`src/hw/spiPkg.sv`:
```
package spiPkg;

	//----------------------------------------------------------
	// Defaults for the top level parameters
	//----------------------------------------------------------
	localparam int defRegCount = 16;
	localparam int defSyncDepth = 2;

	// Command field of the header word
	typedef enum logic [1:0] {
		cmdRegRead    = 2'd0,
		cmdRegWrite   = 2'd1,
		cmdNop        = 2'd2,
		cmdBlockWrite = 2'd3
	} spiCmd;

	// Header word, shifted in raw and decoded by fields
	typedef union packed {
		logic [31:0] raw;
		struct packed {
			logic [5:0]  reserved;
			spiCmd       cmd;
			logic [15:0] dataLen;
			logic [7:0]  dummy;
		} fields;
	} headerWord;

	//----------------------------------------------------------
	// Stage to stage bundles
	//----------------------------------------------------------
	// Synchronized SCK edges and CS state
	typedef struct packed {
		logic rise;
		logic fall;
		logic csActive;
		logic frameStart;
		logic mosiBit;
	} sckEvents;

	// One word request toward the bus
	typedef struct packed {
		logic        valid;
		logic        write;
		logic [31:0] addr;
		logic [31:0] wdata;
	} busReq;

	// APB request side, no PREADY or PSLVERR
	typedef struct packed {
		logic        psel;
		logic        penable;
		logic        pwrite;
		logic [31:0] paddr;
		logic [31:0] pwdata;
	} apbReq;

	typedef struct packed {
		logic [31:0] prdata;
	} apbRsp;

	// Read word handed to the MISO shifter
	typedef struct packed {
		logic        valid;
		logic [31:0] data;
	} misoLoad;

endpackage
```
`src/hw/spiSlaveTop.sv`:
```
module spiSlaveTop #(
	parameter int regCount = spiPkg::defRegCount,
	parameter int syncDepth = spiPkg::defSyncDepth
) (
	input  logic  iSysClk,
	input  logic  rst,
	input  logic  spiSck,
	input  logic  spiMosi,
	input  logic  spiCsN,
	output logic  spiMiso
);

	//----------------------------------------------------------
	// Stage bundles
	//----------------------------------------------------------
	spiPkg::sckEvents  events;
	spiPkg::busReq     wordReq;
	spiPkg::apbReq     apbBus;
	spiPkg::apbRsp     apbRd;
	spiPkg::misoLoad   rdWord;

	// Pin synchronizer and edge flags
	spiSckSync #(
		.syncDepth (syncDepth)
	) sckSyncInst (
		.iSysClk (iSysClk),
		.rst     (rst),
		.spiSck  (spiSck),
		.spiMosi (spiMosi),
		.spiCsN  (spiCsN),
		.events  (events)
	);

	// Frame decode into word requests
	spiFrameRx frameRxInst (
		.iSysClk (iSysClk),
		.rst     (rst),
		.events  (events),
		.req     (wordReq)
	);

	// Word request to APB
	apbBridge bridgeInst (
		.iSysClk (iSysClk),
		.rst     (rst),
		.req     (wordReq),
		.apbOut  (apbBus),
		.apbIn   (apbRd),
		.rdOut   (rdWord)
	);

	csrRegFile #(
		.regCount (regCount)
	) regFileInst (
		.iSysClk (iSysClk),
		.rst     (rst),
		.apbIn   (apbBus),
		.apbOut  (apbRd)
	);

	// Read data back to the host
	spiMisoTx misoTxInst (
		.iSysClk (iSysClk),
		.rst     (rst),
		.events  (events),
		.load    (rdWord),
		.spiMiso (spiMiso)
	);

endmodule

```
`src/hw/spiMisoTx.sv`:
```
module spiMisoTx (
	input  logic              iSysClk,
	input  logic              rst,
	input  spiPkg::sckEvents  events,
	input  spiPkg::misoLoad   load,
	output logic              spiMiso
);

	// MSB drives the pin
	logic [31:0] shiftReg;

	//----------------------------------------------------------
	// Output shifter
	//----------------------------------------------------------
	always_ff @(posedge iSysClk)
	begin
		if (rst)
		begin
			// Line idles high
			shiftReg <= '1;
		end
		else if (!events.csActive)
		begin
			// No frame, keep refilling with ones
			shiftReg <= '1;
		end
		else if (load.valid)
		begin
			// Lands before the first data phase rise
			shiftReg <= load.data;
		end
		else if (events.fall)
		begin
			// Mode 0, next bit after each falling edge
			// Ones shift in behind the word
			shiftReg <= {shiftReg[30:0], 1'b1};
		end
	end

	// Straight from the register, no gating
	always_comb
	begin
		spiMiso = shiftReg[31];
	end

endmodule

```
`src/hw/csrRegFile.sv`:
```
module csrRegFile #(
	parameter int regCount = spiPkg::defRegCount
) (
	input  logic           iSysClk,
	input  logic           rst,
	input  spiPkg::apbReq  apbIn,
	output spiPkg::apbRsp  apbOut
);

	// Word index width, at least one bit
	localparam int idxWidth = (regCount > 1) ? $clog2(regCount) : 1;

	logic [31:0]          regs [regCount];
	logic                 inRange;
	logic [idxWidth-1:0]  idx;
	logic                 accessPhase;
	logic                 wrEn;

	//----------------------------------------------------------
	// Address decode
	//----------------------------------------------------------
	always_comb
	begin
		// Word addresses, nothing above regCount-1
		inRange = (apbIn.paddr < 32'(regCount));
		idx = apbIn.paddr[idxWidth-1:0];
		accessPhase = apbIn.psel & apbIn.penable;
		wrEn = accessPhase & apbIn.pwrite & inRange;
	end

	//----------------------------------------------------------
	// Register array
	//----------------------------------------------------------
	always_ff @(posedge iSysClk)
	begin
		if (rst)
		begin
			for (int i = 0; i < regCount; i++)
			begin
				regs[i] <= '0;
			end
		end
		else if (wrEn)
		begin
			// Out of range writes dropped by wrEn
			regs[idx] <= apbIn.pwdata;
		end
	end

	// Read data valid in the access phase
	always_comb
	begin
		if (accessPhase && !apbIn.pwrite && inRange)
		begin
			apbOut.prdata = regs[idx];
		end
		else
		begin
			// Unmapped addresses read as zero
			apbOut.prdata = '0;
		end
	end

endmodule

```
`src/hw/apbBridge.sv`:
```
module apbBridge (
	input  logic             iSysClk,
	input  logic             rst,
	input  spiPkg::busReq    req,
	output spiPkg::apbReq    apbOut,
	input  spiPkg::apbRsp    apbIn,
	output spiPkg::misoLoad  rdOut
);

	// Two phase APB sequence
	typedef enum logic [1:0] {
		phIdle   = 2'd0,
		phSetup  = 2'd1,
		phAccess = 2'd2
	} apbPhase;

	apbPhase        phase;
	spiPkg::busReq  held;

	//----------------------------------------------------------
	// Phase sequencer and read return
	//----------------------------------------------------------
	always_ff @(posedge iSysClk)
	begin
		if (rst)
		begin
			phase <= phIdle;
			rdOut <= '0;
		end
		else
		begin
			rdOut.valid <= 1'b0;
			case (phase)
				phIdle:
				begin
					// Words arrive far apart, never busy here
					if (req.valid)
					begin
						phase <= phSetup;
					end
				end
				phSetup:
				begin
					phase <= phAccess;
				end
				phAccess:
				begin
					phase <= phIdle;
					// Slave answers in the access phase
					if (!held.write)
					begin
						rdOut.valid <= 1'b1;
						rdOut.data <= apbIn.prdata;
					end
				end
				default:
				begin
					phase <= phIdle;
				end
			endcase
		end
	end

	// Request held for the whole transfer
	always_ff @(posedge iSysClk)
	begin
		if ((phase == phIdle) && req.valid)
		begin
			held <= req;
		end
	end

	//----------------------------------------------------------
	// APB outputs
	//----------------------------------------------------------
	always_comb
	begin
		apbOut.psel = (phase != phIdle);
		apbOut.penable = (phase == phAccess);
		apbOut.pwrite = held.write;
		apbOut.paddr = held.addr;
		apbOut.pwdata = held.wdata;
	end

endmodule

```
`src/hw/spiFrameRx.sv`:
```
module spiFrameRx (
	input  logic              iSysClk,
	input  logic              rst,
	input  spiPkg::sckEvents  events,
	output spiPkg::busReq     req
);

	// Frame sequence: address, header, then data until CS rises
	typedef enum logic [1:0] {
		stAddr   = 2'd0,
		stHeader = 2'd1,
		stData   = 2'd2
	} frameState;

	frameState          state;
	logic [4:0]         bitCnt;
	logic               wordDone;
	logic               wordAct;
	logic               firstWord;
	logic               writeHit;
	spiPkg::headerWord  shiftWord;
	logic [31:0]        addr;
	spiPkg::spiCmd      cmd;

	// Completed word, only while the frame is still open
	always_comb
	begin
		wordAct = wordDone & events.csActive;
		// Register write takes one word, block write takes all
		writeHit = (cmd == spiPkg::cmdBlockWrite) ||
			((cmd == spiPkg::cmdRegWrite) && firstWord);
	end

	//----------------------------------------------------------
	// Sequencer and request generation
	//----------------------------------------------------------
	always_ff @(posedge iSysClk)
	begin
		if (rst)
		begin
			state <= stAddr;
			bitCnt <= '0;
			wordDone <= 1'b0;
			firstWord <= 1'b0;
			req <= '0;
		end
		else
		begin
			// One clock pulses
			req.valid <= 1'b0;
			wordDone <= 1'b0;
			if (!events.csActive || events.frameStart)
			begin
				// Idle or fresh frame, drop any partial word
				state <= stAddr;
				bitCnt <= '0;
				firstWord <= 1'b0;
			end
			else
			begin
				// 32 falling edges per word
				if (events.fall)
				begin
					bitCnt <= bitCnt + 5'd1;
					wordDone <= (bitCnt == 5'd31);
				end
				if (wordAct)
				begin
					case (state)
						stAddr:
						begin
							state <= stHeader;
						end
						stHeader:
						begin
							state <= stData;
							firstWord <= 1'b1;
							// Read goes out right after the header
							if (shiftWord.fields.cmd == spiPkg::cmdRegRead)
							begin
								req.valid <= 1'b1;
								req.write <= 1'b0;
								req.addr <= addr;
								req.wdata <= '0;
							end
						end
						stData:
						begin
							firstWord <= 1'b0;
							if (writeHit)
							begin
								req.valid <= 1'b1;
								req.write <= 1'b1;
								req.addr <= addr;
								req.wdata <= shiftWord.raw;
							end
						end
						default:
						begin
							state <= stAddr;
						end
					endcase
				end
			end
		end
	end

	//----------------------------------------------------------
	// Word assembly and captured fields
	//----------------------------------------------------------
	always_ff @(posedge iSysClk)
	begin
		// MSB first, sampled on SCK rise
		if (events.rise)
		begin
			shiftWord.raw <= {shiftWord.raw[30:0], events.mosiBit};
		end
		if (wordAct)
		begin
			case (state)
				stAddr:   addr <= shiftWord.raw;
				// dataLen travels in the header, CS ends the frame
				stHeader: cmd <= shiftWord.fields.cmd;
				stData:
				begin
					// Next word of a block goes one address up
					if (cmd == spiPkg::cmdBlockWrite)
					begin
						addr <= addr + 32'd1;
					end
				end
				default:  addr <= addr;
			endcase
		end
	end

endmodule

```
`src/hw/spiSckSync.sv`:
```
module spiSckSync #(
	parameter int syncDepth = spiPkg::defSyncDepth
) (
	input  logic              iSysClk,
	input  logic              rst,
	input  logic              spiSck,
	input  logic              spiMosi,
	input  logic              spiCsN,
	output spiPkg::sckEvents  events
);

	//----------------------------------------------------------
	// Synchronizer chains
	//----------------------------------------------------------
	// Bits below syncDepth form the synchronizer
	// Top bit holds the previous synchronized value
	logic [syncDepth:0] sckPipe;
	logic [syncDepth:0] csPipe;
	logic [syncDepth:0] mosiPipe;

	// SCK idles low, CS idles high
	always_ff @(posedge iSysClk)
	begin
		if (rst)
		begin
			sckPipe <= '0;
			csPipe <= '1;
		end
		else
		begin
			sckPipe <= {sckPipe[syncDepth-1:0], spiSck};
			csPipe <= {csPipe[syncDepth-1:0], spiCsN};
		end
	end

	// Data line
	always_ff @(posedge iSysClk)
	begin
		mosiPipe <= {mosiPipe[syncDepth-1:0], spiMosi};
	end

	//----------------------------------------------------------
	// Edge and frame flags
	//----------------------------------------------------------
	// Registered, so every flag lands syncDepth+1 clocks after the pin
	always_ff @(posedge iSysClk)
	begin
		if (rst)
		begin
			events <= '0;
		end
		else
		begin
			events.rise <= sckPipe[syncDepth-1] & ~sckPipe[syncDepth];
			events.fall <= ~sckPipe[syncDepth-1] & sckPipe[syncDepth];
			events.csActive <= ~csPipe[syncDepth-1];
			// CS falling edge
			events.frameStart <= csPipe[syncDepth] & ~csPipe[syncDepth-1];
			// One clock older than the SCK edge, still mid bit
			events.mosiBit <= mosiPipe[syncDepth];
		end
	end

endmodule

```
`config.mk`:
```
export PLATFORM = sky130hd
export DESIGN_NAME = spiSlaveTop
export DESIGN_NICKNAME = d
export VERILOG_FILES = /design/src/hw/spiPkg.sv /design/src/hw/spiSlaveTop.sv /design/src/hw/spiMisoTx.sv /design/src/hw/csrRegFile.sv /design/src/hw/apbBridge.sv /design/src/hw/spiFrameRx.sv /design/src/hw/spiSckSync.sv
export SDC_FILE = /design/constraint.sdc
export NUM_CORES = 1
export LEC_CHECK = 0
export BUFFER_PORTS_ARGS = -buffer_cell sky130_fd_sc_hd__buf_2
export CORE_ASPECT_RATIO = 0.5
export CORE_MARGIN = 2
export CORE_UTILIZATION = 25
export CTS_BUF_LIST = sky130_fd_sc_hd__clkbuf_8
export CTS_CLUSTER_DIAMETER = 150
export DETAILED_ROUTE_END_ITERATION = 12
export PLACE_DENSITY = 0.38
export SYNTH_ARGS = -nofsm -noshare
export SYNTH_HDL_FRONTEND = slang
export SYNTH_SLANG_ARGS = --single-unit
export TNS_END_PERCENT = 10
```
`constraint.sdc`:
```
create_clock -name iSysClk -period 10.11 [get_ports iSysClk]
set_clock_uncertainty 0.2 [all_clocks]
set_input_delay 1.011 -clock iSysClk [delete_from_list [all_inputs] [get_ports iSysClk]]
set_output_delay 1.011 -clock iSysClk [all_outputs]
set_load 0.02 [all_outputs]
```
## Word-level counts from Yosys, hierarchy flattened

Memory sizes are Yosys's and may differ from the RTL's. A register that Yosys moved wholly into a read port is not among the register bits.
Index checks and enable logic that the tools add are counted.

| word-level totals | value |
|---|---|
| memories kept | 1 |
| output and inout port bits | 1 |
| RAM bits | 512 |
| bits in registers | 287 |
| logic and storage cells | 107 |

| cells by class | value |
|---|---|
| bitwise logic cells | 17 |
| equality and inequality tests | 11 |
| reduce and logical (&&, ||, !) cells | 27 |
| add/sub/neg operators | 2 |
| magnitude comparators | 1 |
| multiplexer cells | 22 |

Memory list:

| memory | words | bits a word | read ports | clocked after Yosys merged registers in | write ports | line | text |
|---|---|---|---|---|---|---|---|
| regFileInst.regs | 16 | 32 | 1 | 1 | 16 | csrRegFile.sv:13 | `logic [31:0] regs [regCount];` |

Operator list:

| operator | number |
|---|---|
| $mux W32 | 5 |
| $mux W66 | 2 |
| $pmux W66 S2 | 1 |
| $pmux W32 S2 | 1 |
| $mux W33 | 1 |
| $add A32 B1 Y32 const B | 1 |
| $lt A32 B5 Y1 const B | 1 |
| $reduce_or A32 Y1 | 1 |
| $not A1 Y1 | 10 |
| $mux W4 | 2 |
| $reduce_and A2 Y1 | 4 |
| $reduce_bool A2 Y1 | 4 |
| $and A1 B1 Y1 | 7 |
| $eq A2 B1 Y1 const B | 3 |
| $eq A2 B2 Y1 const B | 3 |
| $logic_not A2 Y1 | 3 |
| $mux W1 | 6 |
| $ne A2 B1 Y1 const B | 3 |
| $pmux W2 S3 | 1 |
| $reduce_or A2 Y1 | 3 |
| $reduce_or A3 Y1 | 2 |
| $add A5 B1 Y5 const B | 1 |
| $eq A5 B5 Y1 const B | 1 |
| $reduce_and A5 Y1 | 1 |
| other kinds (8) | 13 |

## Longest topological paths before layout

Gate-level depths: netlist of the first run.

| logic depth | value |
|---|---|
| word-level depth | 9 |
| depth in mapped cells | 9 |
| gate-level depth less buffers | 6 |

## Cells and area by module

From an unflattened synthesis of the first run, not the netlist that was laid out.

| unflattened totals | value |
|---|---|
| cells, all modules | 2399 |
| area total of the unflattened synthesis | 33390.8 sq um |

By module, submodules not included:

| module | instances | cells each | sequential area each (sq um) | area an instance (sq um) |
|---|---|---|---|---|
| csrRegFile | 1 | 1568 | 15374.7 | 22542.9 |
| spiFrameRx | 1 | 481 | 3483.3 | 5536.6 |
| apbBridge | 1 | 214 | 2652.5 | 3524.6 |
| spiMisoTx | 1 | 110 | 640.6 | 1417.6 |
| spiSckSync | 1 | 26 | 280.3 | 369.1 |

## Worst setup path before layout of the first run

OpenSTA, ideal clock, no wires.

| path | value |
|---|---|
| path type | input -> register |
| start point | in rst |
| end point | mem regFileInst.regs[5][0] (enable) |
| cell stages on the path | 5 |
| required time | 9.482 ns |
| path buffers | 2 |
| setup slack | 5.918 ns |
| arrival time | 3.564 ns |
| path through | nor3b_1 -> nand4_1 -> clkbuf_1 -> clkbuf_1 -> o21bai_1 |

RTL lines:

| element | line | text |
|---|---|---|
| start, declared | spiSlaveTop.sv:6 | `input logic rst,` |
| end, declared | csrRegFile.sv:13 |  |

==> summary.txt, run 1 <==
Post-DP HPWL -> 58.02 mm
Max-slew violations -> 0
Flops & latches, synth -> 803
PD cells -> 172.8 nW/um2
Clock buffer count from CTS -> 132
# rows -> 95
Initial antenna violation count -> 10
Worst slew pin tran -> 1259 ps
Worst Setup End Kind -> register
Worst-Skew Late Latency -> 830 ps
Prevailing post-synth register cell -> edfxtp_1
Final setup vio count -> 0
Simple-gate share of the synthesized area -> 0.1154
Drt first pass iters -> 8
Clk buf depth -> 3
Die Area -> 137600 um2
Syn nets -> 2378
Crit path max fanout -> 77
DRT iter0 DRCs -> 1511
Mux contribution to synthesized area -> 0.1325
CP startpoint kind -> register
Unrepaired setup endpoints after global routing -> no
Seq/Total Area, Yosys -> 0.6695
Final cycle utilization of the critical path -> 0.4068
Largest family of logic cells by synthesized area -> multiplexers
Avg Cell Area, Syn -> 14.21 um2
Fin nets -> 2316
Netlist cell types -> 47
Largest net degree at the start of global routing -> 95
Post-synth EDFFs -> 643
Post-detailed-route wirelength per cell -> 24.02 um
Die height -> 263.3 um
Initial core utilization -> 0.2512
First-pass GRT wire length -> 148.3 mm
Synthesis-to-layout area growth -> 12.91%
Clock slew at reported path FFs -> 60 ps
Complex-gate fraction of the synthesized area -> 0.04026
Slew margin rel. -> 0.1582
Die width -> 522.6 um
Lkg Pwr -> 0.01236 uW
Finished Core Util -> 0.2836
Outcome -> finished, final reports clean
Syn. warnings -> 0
Tmin final -> 4113 ps
Post-CTS Resized -> 0
Setup TNS -> 0 ps
Gr usage total -> 0.1470
Gpl congestion -> 0.7462
Final ANT Viol Nets -> 0
DRT Wirelength -> 101.0 mm
Critical path arrival -> 4340 ps
IO Pins -> 6
Post-Syn Instances -> 2366
Post-route DRC -> 0
Layout cells sized above 1 -> 0.1736
H-Tree Depth -> 4
CP Class -> reg -> reg
Final Hold Fails -> 0
Number of setup buffers added after CTS -> 0
Routed vias -> 19780
Routed vias/inst -> 4.705
Port Buf Inserts -> 5
Congestion Overflow GR -> 0
TritonCTS clock tree -> done
Adder-Cell Fraction of Synth Area -> 0.002605
Synth Cell Area -> 33620 um2
Clock Tree Root -> clkbuf_8
Core area -> 133800 um2
Hold-fix buffers, CTS -> 1
Max frequency -> 243.1 MHz
CP required -> 10330 ps
Maximum VDD drop -> 117.0 uV
Clk sink count -> 803
Vias in the first global route -> 20430
Post-Synth XOR/XNOR Area -> 0.004689
Worst min path class -> reg -> reg
Async SR Flop Fraction -> 0
Total Power -> 6561 uW
Max-cap violations -> 0
area by class of cell:
| type | instances | area (um2) |
|---|---|---|
| diodes | 2 | 5.005 |
| clock buffers | 146 | 2009 |
| clock inverters | 92 | 446.7 |
| fillers | 13680 | 95880 |
| inverters | 41 | 153.9 |
| multi-input cells | 1274 | 10180 |
| flip-flops and latches | 803 | 22530 |
| well taps | 1794 | 2245 |
| repair buffers | 52 | 392.9 |
sequential cells by signal (all words and copies together), names as in the netlist, named ones only:
signal                 flops
bridgeInst.phase           2
bridgeInst.apbOut         65
frameRxInst.wordDone       1
frameRxInst.addr          32
misoTxInst.shiftReg       32
frameRxInst.req           66
frameRxInst.shiftWord     32
bridgeInst.rdOut          33
sckSyncInst.sckPipe        3
frameRxInst.cmd            2
sckSyncInst.events         5
regFileInst.regs         512
sckSyncInst.mosiPipe       3
frameRxInst.firstWord      1
frameRxInst.bitCnt         5
sckSyncInst.csPipe         3
frameRxInst.state          2
placed cells by master (no fill, tap or decap), types with 4 or more instances in the layout:
cell type	Yosys	final
a21oi_1	55	54
a22o_1	60	60
a31oi_1	15	15
a32o_1	4	4
and3_1	10	9
and4_1	8	8
buf_2	33	5
buf_4	3	45
clkbuf_8	0	146
clkinv_1	0	13
clkinv_2	0	5
clkinvlp_4	0	6
dfxtp_1	160	154
dfxtp_4	0	4
edfxtp_1	643	643
ha_1	7	6
inv_1	41	103
inv_6	0	4
mux2_2	40	40
mux2i_1	130	130
mux4_2	120	120
nand2_1	83	82
nand2b_1	8	6
nand3_1	46	46
nand4_1	14	14
nor2_1	45	42
nor2b_1	10	9
nor3_1	515	515
nor3b_1	4	4
nor4_1	7	7
o21ai_0	8	8
o21bai_4	0	16
o221a_2	4	4
o311ai_0	4	4
o31ai_1	14	14
or4_1	14	14
xnor2_1	4	4
xor2_1	14	14
power by group:
group          internal, uW  leakage, uW  switching, uW
Combinational          47.0      0.00330           99.5
Clock                  1380      0.00147           1380
Sequential             3640      0.00759           26.6
Total                  5060       0.0124           1500
worst max-delay path: stages, from the launching register on:
cell      delay [ps]
edfxtp_1         360
nor4_1           500
and4_1           480
nand4_1          150
buf_4            380
buf_4            510
o21bai_4        1040
worst paths after layout:
| check | start | end | slack, ps | cells after the start |
|---|---|---|---|---|
| max | bridgeInst.apbOut[60]$_DFFE_PP_ | regFileInst.regs[9][8]$_SDFFCE_PN0P_ | 6000 | 6 |
| min | sckSyncInst.mosiPipe[1]$_DFF_P_ | sckSyncInst.mosiPipe[2]$_DFF_P_ | 130 | 0 |
| max reg2reg | bridgeInst.apbOut[60]$_DFFE_PP_ | regFileInst.regs[9][8]$_SDFFCE_PN0P_ | 6000 | 6 |
| min reg2reg | sckSyncInst.mosiPipe[1]$_DFF_P_ | sckSyncInst.mosiPipe[2]$_DFF_P_ | 130 | 0 |
cells by family after synthesis:
family / Yosys count
flip-flops: 803
AND/OR/NAND/NOR: 773
multiplexers: 290
buffers and inverters: 289
AO/OA/AOI/OAI: 186
XOR/XNOR: 18
adder cells (fa/ha/maj): 7
metrics by stage:
stage | cell area [um2] | hold WS, ps | setup slack (ps) | std cells
after CTS | 37960 | 61.04 | 5959 | 4202
after floorplan | 33620 | 109.6 | 5918 | 2366
final | 37960 | 125.8 | 5997 | 4204
after global routing | 37960 | 109.1 | 5776 | 4203
after global placement | 35490 | 115.9 | 5455 | 3963
after detailed placement | 35490 | 114.7 | 5526 | 3963
cell usage after synthesis, types with 3 or more instances:
master | number | area (um2)
a21oi_1 | 55 | 275.3
a22o_1 | 60 | 525.5
a31oi_1 | 15 | 93.84
a32o_1 | 4 | 40.04
and2_1 | 3 | 18.77
and3_1 | 10 | 62.56
and4_1 | 8 | 70.07
buf_1 | 15 | 56.30
buf_2 | 33 | 165.2
buf_4 | 3 | 22.52
buf_6 | 5 | 56.30
clkbuf_1 | 191 | 716.9
dfxtp_1 | 160 | 3203
edfxtp_1 | 643 | 19310
ha_1 | 7 | 87.58
inv_1 | 41 | 153.9
mux2_2 | 40 | 450.4
mux2i_1 | 130 | 1301
mux4_2 | 120 | 2703
nand2_1 | 83 | 311.6
nand2b_1 | 8 | 50.05
nand3_1 | 46 | 230.2
nand4_1 | 14 | 87.58
nor2_1 | 45 | 168.9
nor2b_1 | 10 | 62.56
nor3_1 | 515 | 2577
nor3b_1 | 4 | 30.03
nor4_1 | 7 | 43.79
o21ai_0 | 8 | 40.04
o21bai_1 | 16 | 120.1
o221a_2 | 4 | 45.04
o311ai_0 | 4 | 35.03
o31ai_1 | 14 | 105.1
or2_2 | 3 | 18.77
or4_1 | 14 | 105.1
xnor2_1 | 4 | 35.03
xor2_1 | 14 | 122.6
routing by layer:
layer  track usage  share of wire  up-vias
met5             0              0        -
met4       0.04101          0.016        0
met3       0.02557          0.044      115
met2        0.2190           0.44      384
met1        0.2176           0.50    10220
li1              -              -     9058
(Power assumes the default switching activity.)
==> run 2, diff against run 1 <==
--- a/config.mk
+++ b/config.mk
@@ -5,6 +5,7 @@
 export SDC_FILE = /design/constraint.sdc
 export NUM_CORES = 1
 export LEC_CHECK = 0
+export ABC_AREA = 1
 export BUFFER_PORTS_ARGS = -buffer_cell sky130_fd_sc_hd__buf_2
 export CORE_ASPECT_RATIO = 0.5
 export CORE_MARGIN = 2
@@ -12,7 +13,7 @@
 export CTS_BUF_LIST = sky130_fd_sc_hd__clkbuf_8
 export CTS_CLUSTER_DIAMETER = 150
 export DETAILED_ROUTE_END_ITERATION = 12
-export PLACE_DENSITY = 0.38
+export PLACE_DENSITY = 0.4
 export SYNTH_ARGS = -nofsm -noshare
 export SYNTH_HDL_FRONTEND = slang
 export SYNTH_SLANG_ARGS = --single-unit
==> constraint.sdc (replaced) <==
create_clock -name iSysClk -period 3.65 [get_ports iSysClk]
set_clock_uncertainty 0.2 [all_clocks]
set_input_delay 0.365 -clock iSysClk [delete_from_list [all_inputs] [get_ports iSysClk]]
set_output_delay 0.365 -clock iSysClk [all_outputs]
set_load 0.02 [all_outputs]
==> run 2 against run 1 <==
Effect of this change:
- final cell count grew 32%
- synthesized area increased by 9.1%
- critical path type unchanged
- sequential share of layout area shrank 5.1 points
- critical endpoint is now regFileInst.regs[11][20]$_SDFFCE_PN0P_
- hold slack better by 1.1 ps
- global-route usage increased by 0.67 points
- cell area rose by 9.3%
==> summary.txt, run 2 <==
Outcome -> finished, final reports clean (unchanged)
Congestion Overflow GR -> 0 (unchanged)
Total Power -> 18580 uW (was 6561 uW)
Avg Cell Area, Syn -> 10.37 um2 (was 14.21 um2)
Initial antenna violation count -> 1 (was 10)
Area leader, netlist -> edfxtp_1 (unchanged)
Worst min path class -> reg -> reg (unchanged)
DR WL met2 -> 52.16 mm (was 44.71 mm)
Final Hold Fails -> 0 (unchanged)
Met1 wire length -> 54.99 mm (was 50.17 mm)
Final setup vio count -> 0 (unchanged)
Post-synth top area share -> 0.5265 (was 0.5743)
Clock Tree Root -> clkbuf_8 (unchanged)
Placed insts -> 5288 (was 3963)
Syn. warnings -> 0 (unchanged)
Layout cells sized above 1 -> 0.1777 (was 0.1736)
Core area -> 145700 um2 (was 133800 um2)
Worst slew pin tran -> 1170 ps (was 1259 ps)
Tmin final -> 2880 ps (was 4113 ps)
Flops & latches, synth -> 803 (unchanged)
Maximum VDD drop -> 284.5 uV (was 117.0 uV)
Largest net degree at the start of global routing -> 129 (was 95)
TritonCTS clock tree -> done (unchanged)
Clock buffer count from CTS -> 138 (was 132)
Final ANT Viol Nets -> 0 (unchanged)
Async SR Flop Fraction -> 0 (unchanged)
Die width -> 545.7 um (was 522.6 um)
Max incr delay on CP -> 430 ps (was 1040 ps)
Crit-path cells -> nor2_1, nand2_1, nor2_1, nand2_1, nor2_8, nand4_4, buf_4, buf_4, nor3_1 (was nor4_1, and4_1, nand4_1, buf_4, buf_4, o21bai_4)
Crit path max fanout -> 50 (was 77)
Lkg Pwr -> 0.01394 uW (was 0.01236 uW)
Netlist cell types -> 35 (was 47)
Worst Setup End Kind -> register (unchanged)
H-Tree Depth -> 4 (unchanged)
Critical path arrival -> 3320 ps (was 4340 ps)
Post-CTS Resized -> 0 (unchanged)
Fin cells -> 5538 (was 4204)
Max-cap violations -> 0 (unchanged)
Die Area -> 150000 um2 (was 137600 um2)
Post-Syn Instances -> 3537 (was 2366)
Initial core utilization -> 0.2518 (was 0.2512)
Finished Core Util -> 0.2849 (was 0.2836)
Max-slew violations -> 0 (unchanged)
Max frequency -> 347.2 MHz (was 243.1 MHz)
DRT iter0 DRCs -> 2058 (was 1511)
Clk buf depth -> 3 (unchanged)
Clk sink count -> 803 (unchanged)
Synth top cells by count -> 825 x nand2_1, 643 x edfxtp_1, 460 x nand3_1 (was 643 x edfxtp_1, 515 x nor3_1, 191 x clkbuf_1)
Post-route DRC -> 0 (unchanged)
Routed vias/inst -> 4.671 (was 4.705)
Ranking of synthesized cells by area -> edfxtp_1 53%, dfxtp_1 8.7%, nor3_2 8.7% (was edfxtp_1 57%, dfxtp_1 9.5%, mux4_2 8.0%)
Slew margin rel. -> 0.2191 (was 0.1582)
Commonest cells after routing, fill and taps aside -> 821 x nand2_1, 643 x edfxtp_1, 460 x nand3_1 (was 643 x edfxtp_1, 515 x nor3_1, 154 x dfxtp_1)
Fin nets -> 3479 (was 2316)
Prevailing post-synth register cell -> edfxtp_1 (unchanged)
Synth Cell Area -> 36680 um2 (was 33620 um2)
Post-synth EDFFs -> 643 (unchanged)
# rows -> 99 (was 95)
DRT Wirelength -> 114.7 mm (was 101.0 mm)
Clock slew at reported path FFs -> 60 ps (about the same)
Routed vias -> 25870 (was 19780)
Gr usage total -> 0.1537 (was 0.1470)
Syn nets -> 3549 (was 2378)
Port Buf Inserts -> 5 (unchanged)
Vias in the first global route -> 26390 (was 20430)
Die height -> 274.8 um (was 263.3 um)
Final cycle utilization of the critical path -> 0.7891 (was 0.4068)
CP max-delay cell -> buf_4 (was o21bai_4)
First-pass GRT wire length -> 174.9 mm (was 148.3 mm)
Largest register FFs -> 512 (unchanged)
PD cells -> 447.8 nW/um2 (was 172.8 nW/um2)
Post-detailed-route wirelength per cell -> 20.71 um (was 24.02 um)
Commonest non-fill, non-tap cell in the layout -> nand2_1 (was edfxtp_1)
Most frequent cell after synthesis -> nand2_1 (was edfxtp_1)
IO Pins -> 6 (unchanged)
Unrepaired setup endpoints after global routing -> no (unchanged)
CP required -> 4090 ps (was 10330 ps)
Synthesis-to-layout area growth -> 13.15% (was 12.91%)
Drt first pass iters -> 5 (was 8)
Met3 routed wirelength -> 4.783 mm (was 4.461 mm)
Top Metal Used -> met4 (unchanged)
Gpl congestion -> 0.7904 (was 0.7462)
CP startpoint kind -> register (unchanged)
CP Class -> reg -> reg (unchanged)
Largest register by flop count -> regFileInst.regs (unchanged)
Worst-Skew Late Latency -> 830 ps (about the same)
Post-DP HPWL -> 66.52 mm (was 58.02 mm)
Seq/Total Area, Yosys -> 0.6138 (was 0.6695)
## run 2: per-stage QoR
| stage | hold slack (ps) | setup WS, ps | setup TNS, ps | area [um2] |
|---|---|---|---|---|
| after detailed placement | 115.0 | 735.7 | 0 | 38830 |
| after CTS | 128.4 | 725.1 | 0 | 41500 |
| after floorplan | 109.6 | -535.0 | -299560 | 36680 |
| final | 126.9 | 769.9 | 0 | 41500 |
| after global routing | 137.6 | 573.1 | 0 | 41500 |
| after global placement | 113.8 | 665.0 | 0 | 38830 |
## run 2: cells by family (layout without fill, tap and decap cells)
group,after synthesis,in the layout,synth area share
adders and majority gates,7,7,0.002388
buffers and inverters,443,473,0.05530
and+or+nand+nor,2075,2075,0.2972
xor gates and xnor gates,13,13,0.003104
AOI/OAI and AO/OA,196,196,0.02825
other,0,2,0
DFF,803,803,0.6138
## run 2: cell type report
type / count / area, um2
Antenna cell: 2 / 5.005
Sequential cell: 803 / 22520
Timing Repair Buffer: 102 / 1064
Multi-Input combinational cell: 2291 / 12360
Fill cell: 15310 / 104200
Inverter: 131 / 501.7
Tap cell: 1969 / 2464
Clock inverter: 81 / 392.9
Clock buffer: 159 / 2188
## run 2: where the power goes
part | leakage, uW | internal [uW] | switching (uW)
Combinational | 0.00508 | 109 | 301
Sequential | 0.00735 | 10100 | 83.3
Clock | 0.00151 | 4090 | 3870
Total | 0.0139 | 14300 | 4250
## run 2: final timing paths
kind                            depth (start not counted)                            start  slack [ps]                                endpoint
worst min register to register                          0  sckSyncInst.mosiPipe[0]$_DFF_P_         130         sckSyncInst.mosiPipe[1]$_DFF_P_
worst max-delay path                                    9  bridgeInst.apbOut[53]$_DFFE_PP_         770  regFileInst.regs[11][20]$_SDFFCE_PN0P_
worst min-delay path                                    0  sckSyncInst.mosiPipe[0]$_DFF_P_         130         sckSyncInst.mosiPipe[1]$_DFF_P_
worst max register to register                          9  bridgeInst.apbOut[53]$_DFFE_PP_         770  regFileInst.regs[11][20]$_SDFFCE_PN0P_
## run 2: what timing repair did
action,in CTS,in global routing
hold buffers,8,0
endpoints found under the hold margin,42,0
buffers inserted,0,0
## run 2: routing by layer
layer	up-vias	track usage
li1	12190	-
met1	13000	0.2133
met2	537	0.2441
met3	141	0.02398
met4	0	0.05241
met5	-	0
## run 2: worst max-delay path: cells and delay by family, from the launching register on
kind | cells | cell delay, ps
buffers and inverters | 2 | 780
AND/OR/NAND/NOR | 7 | 1310
flip-flops | 1 | 360
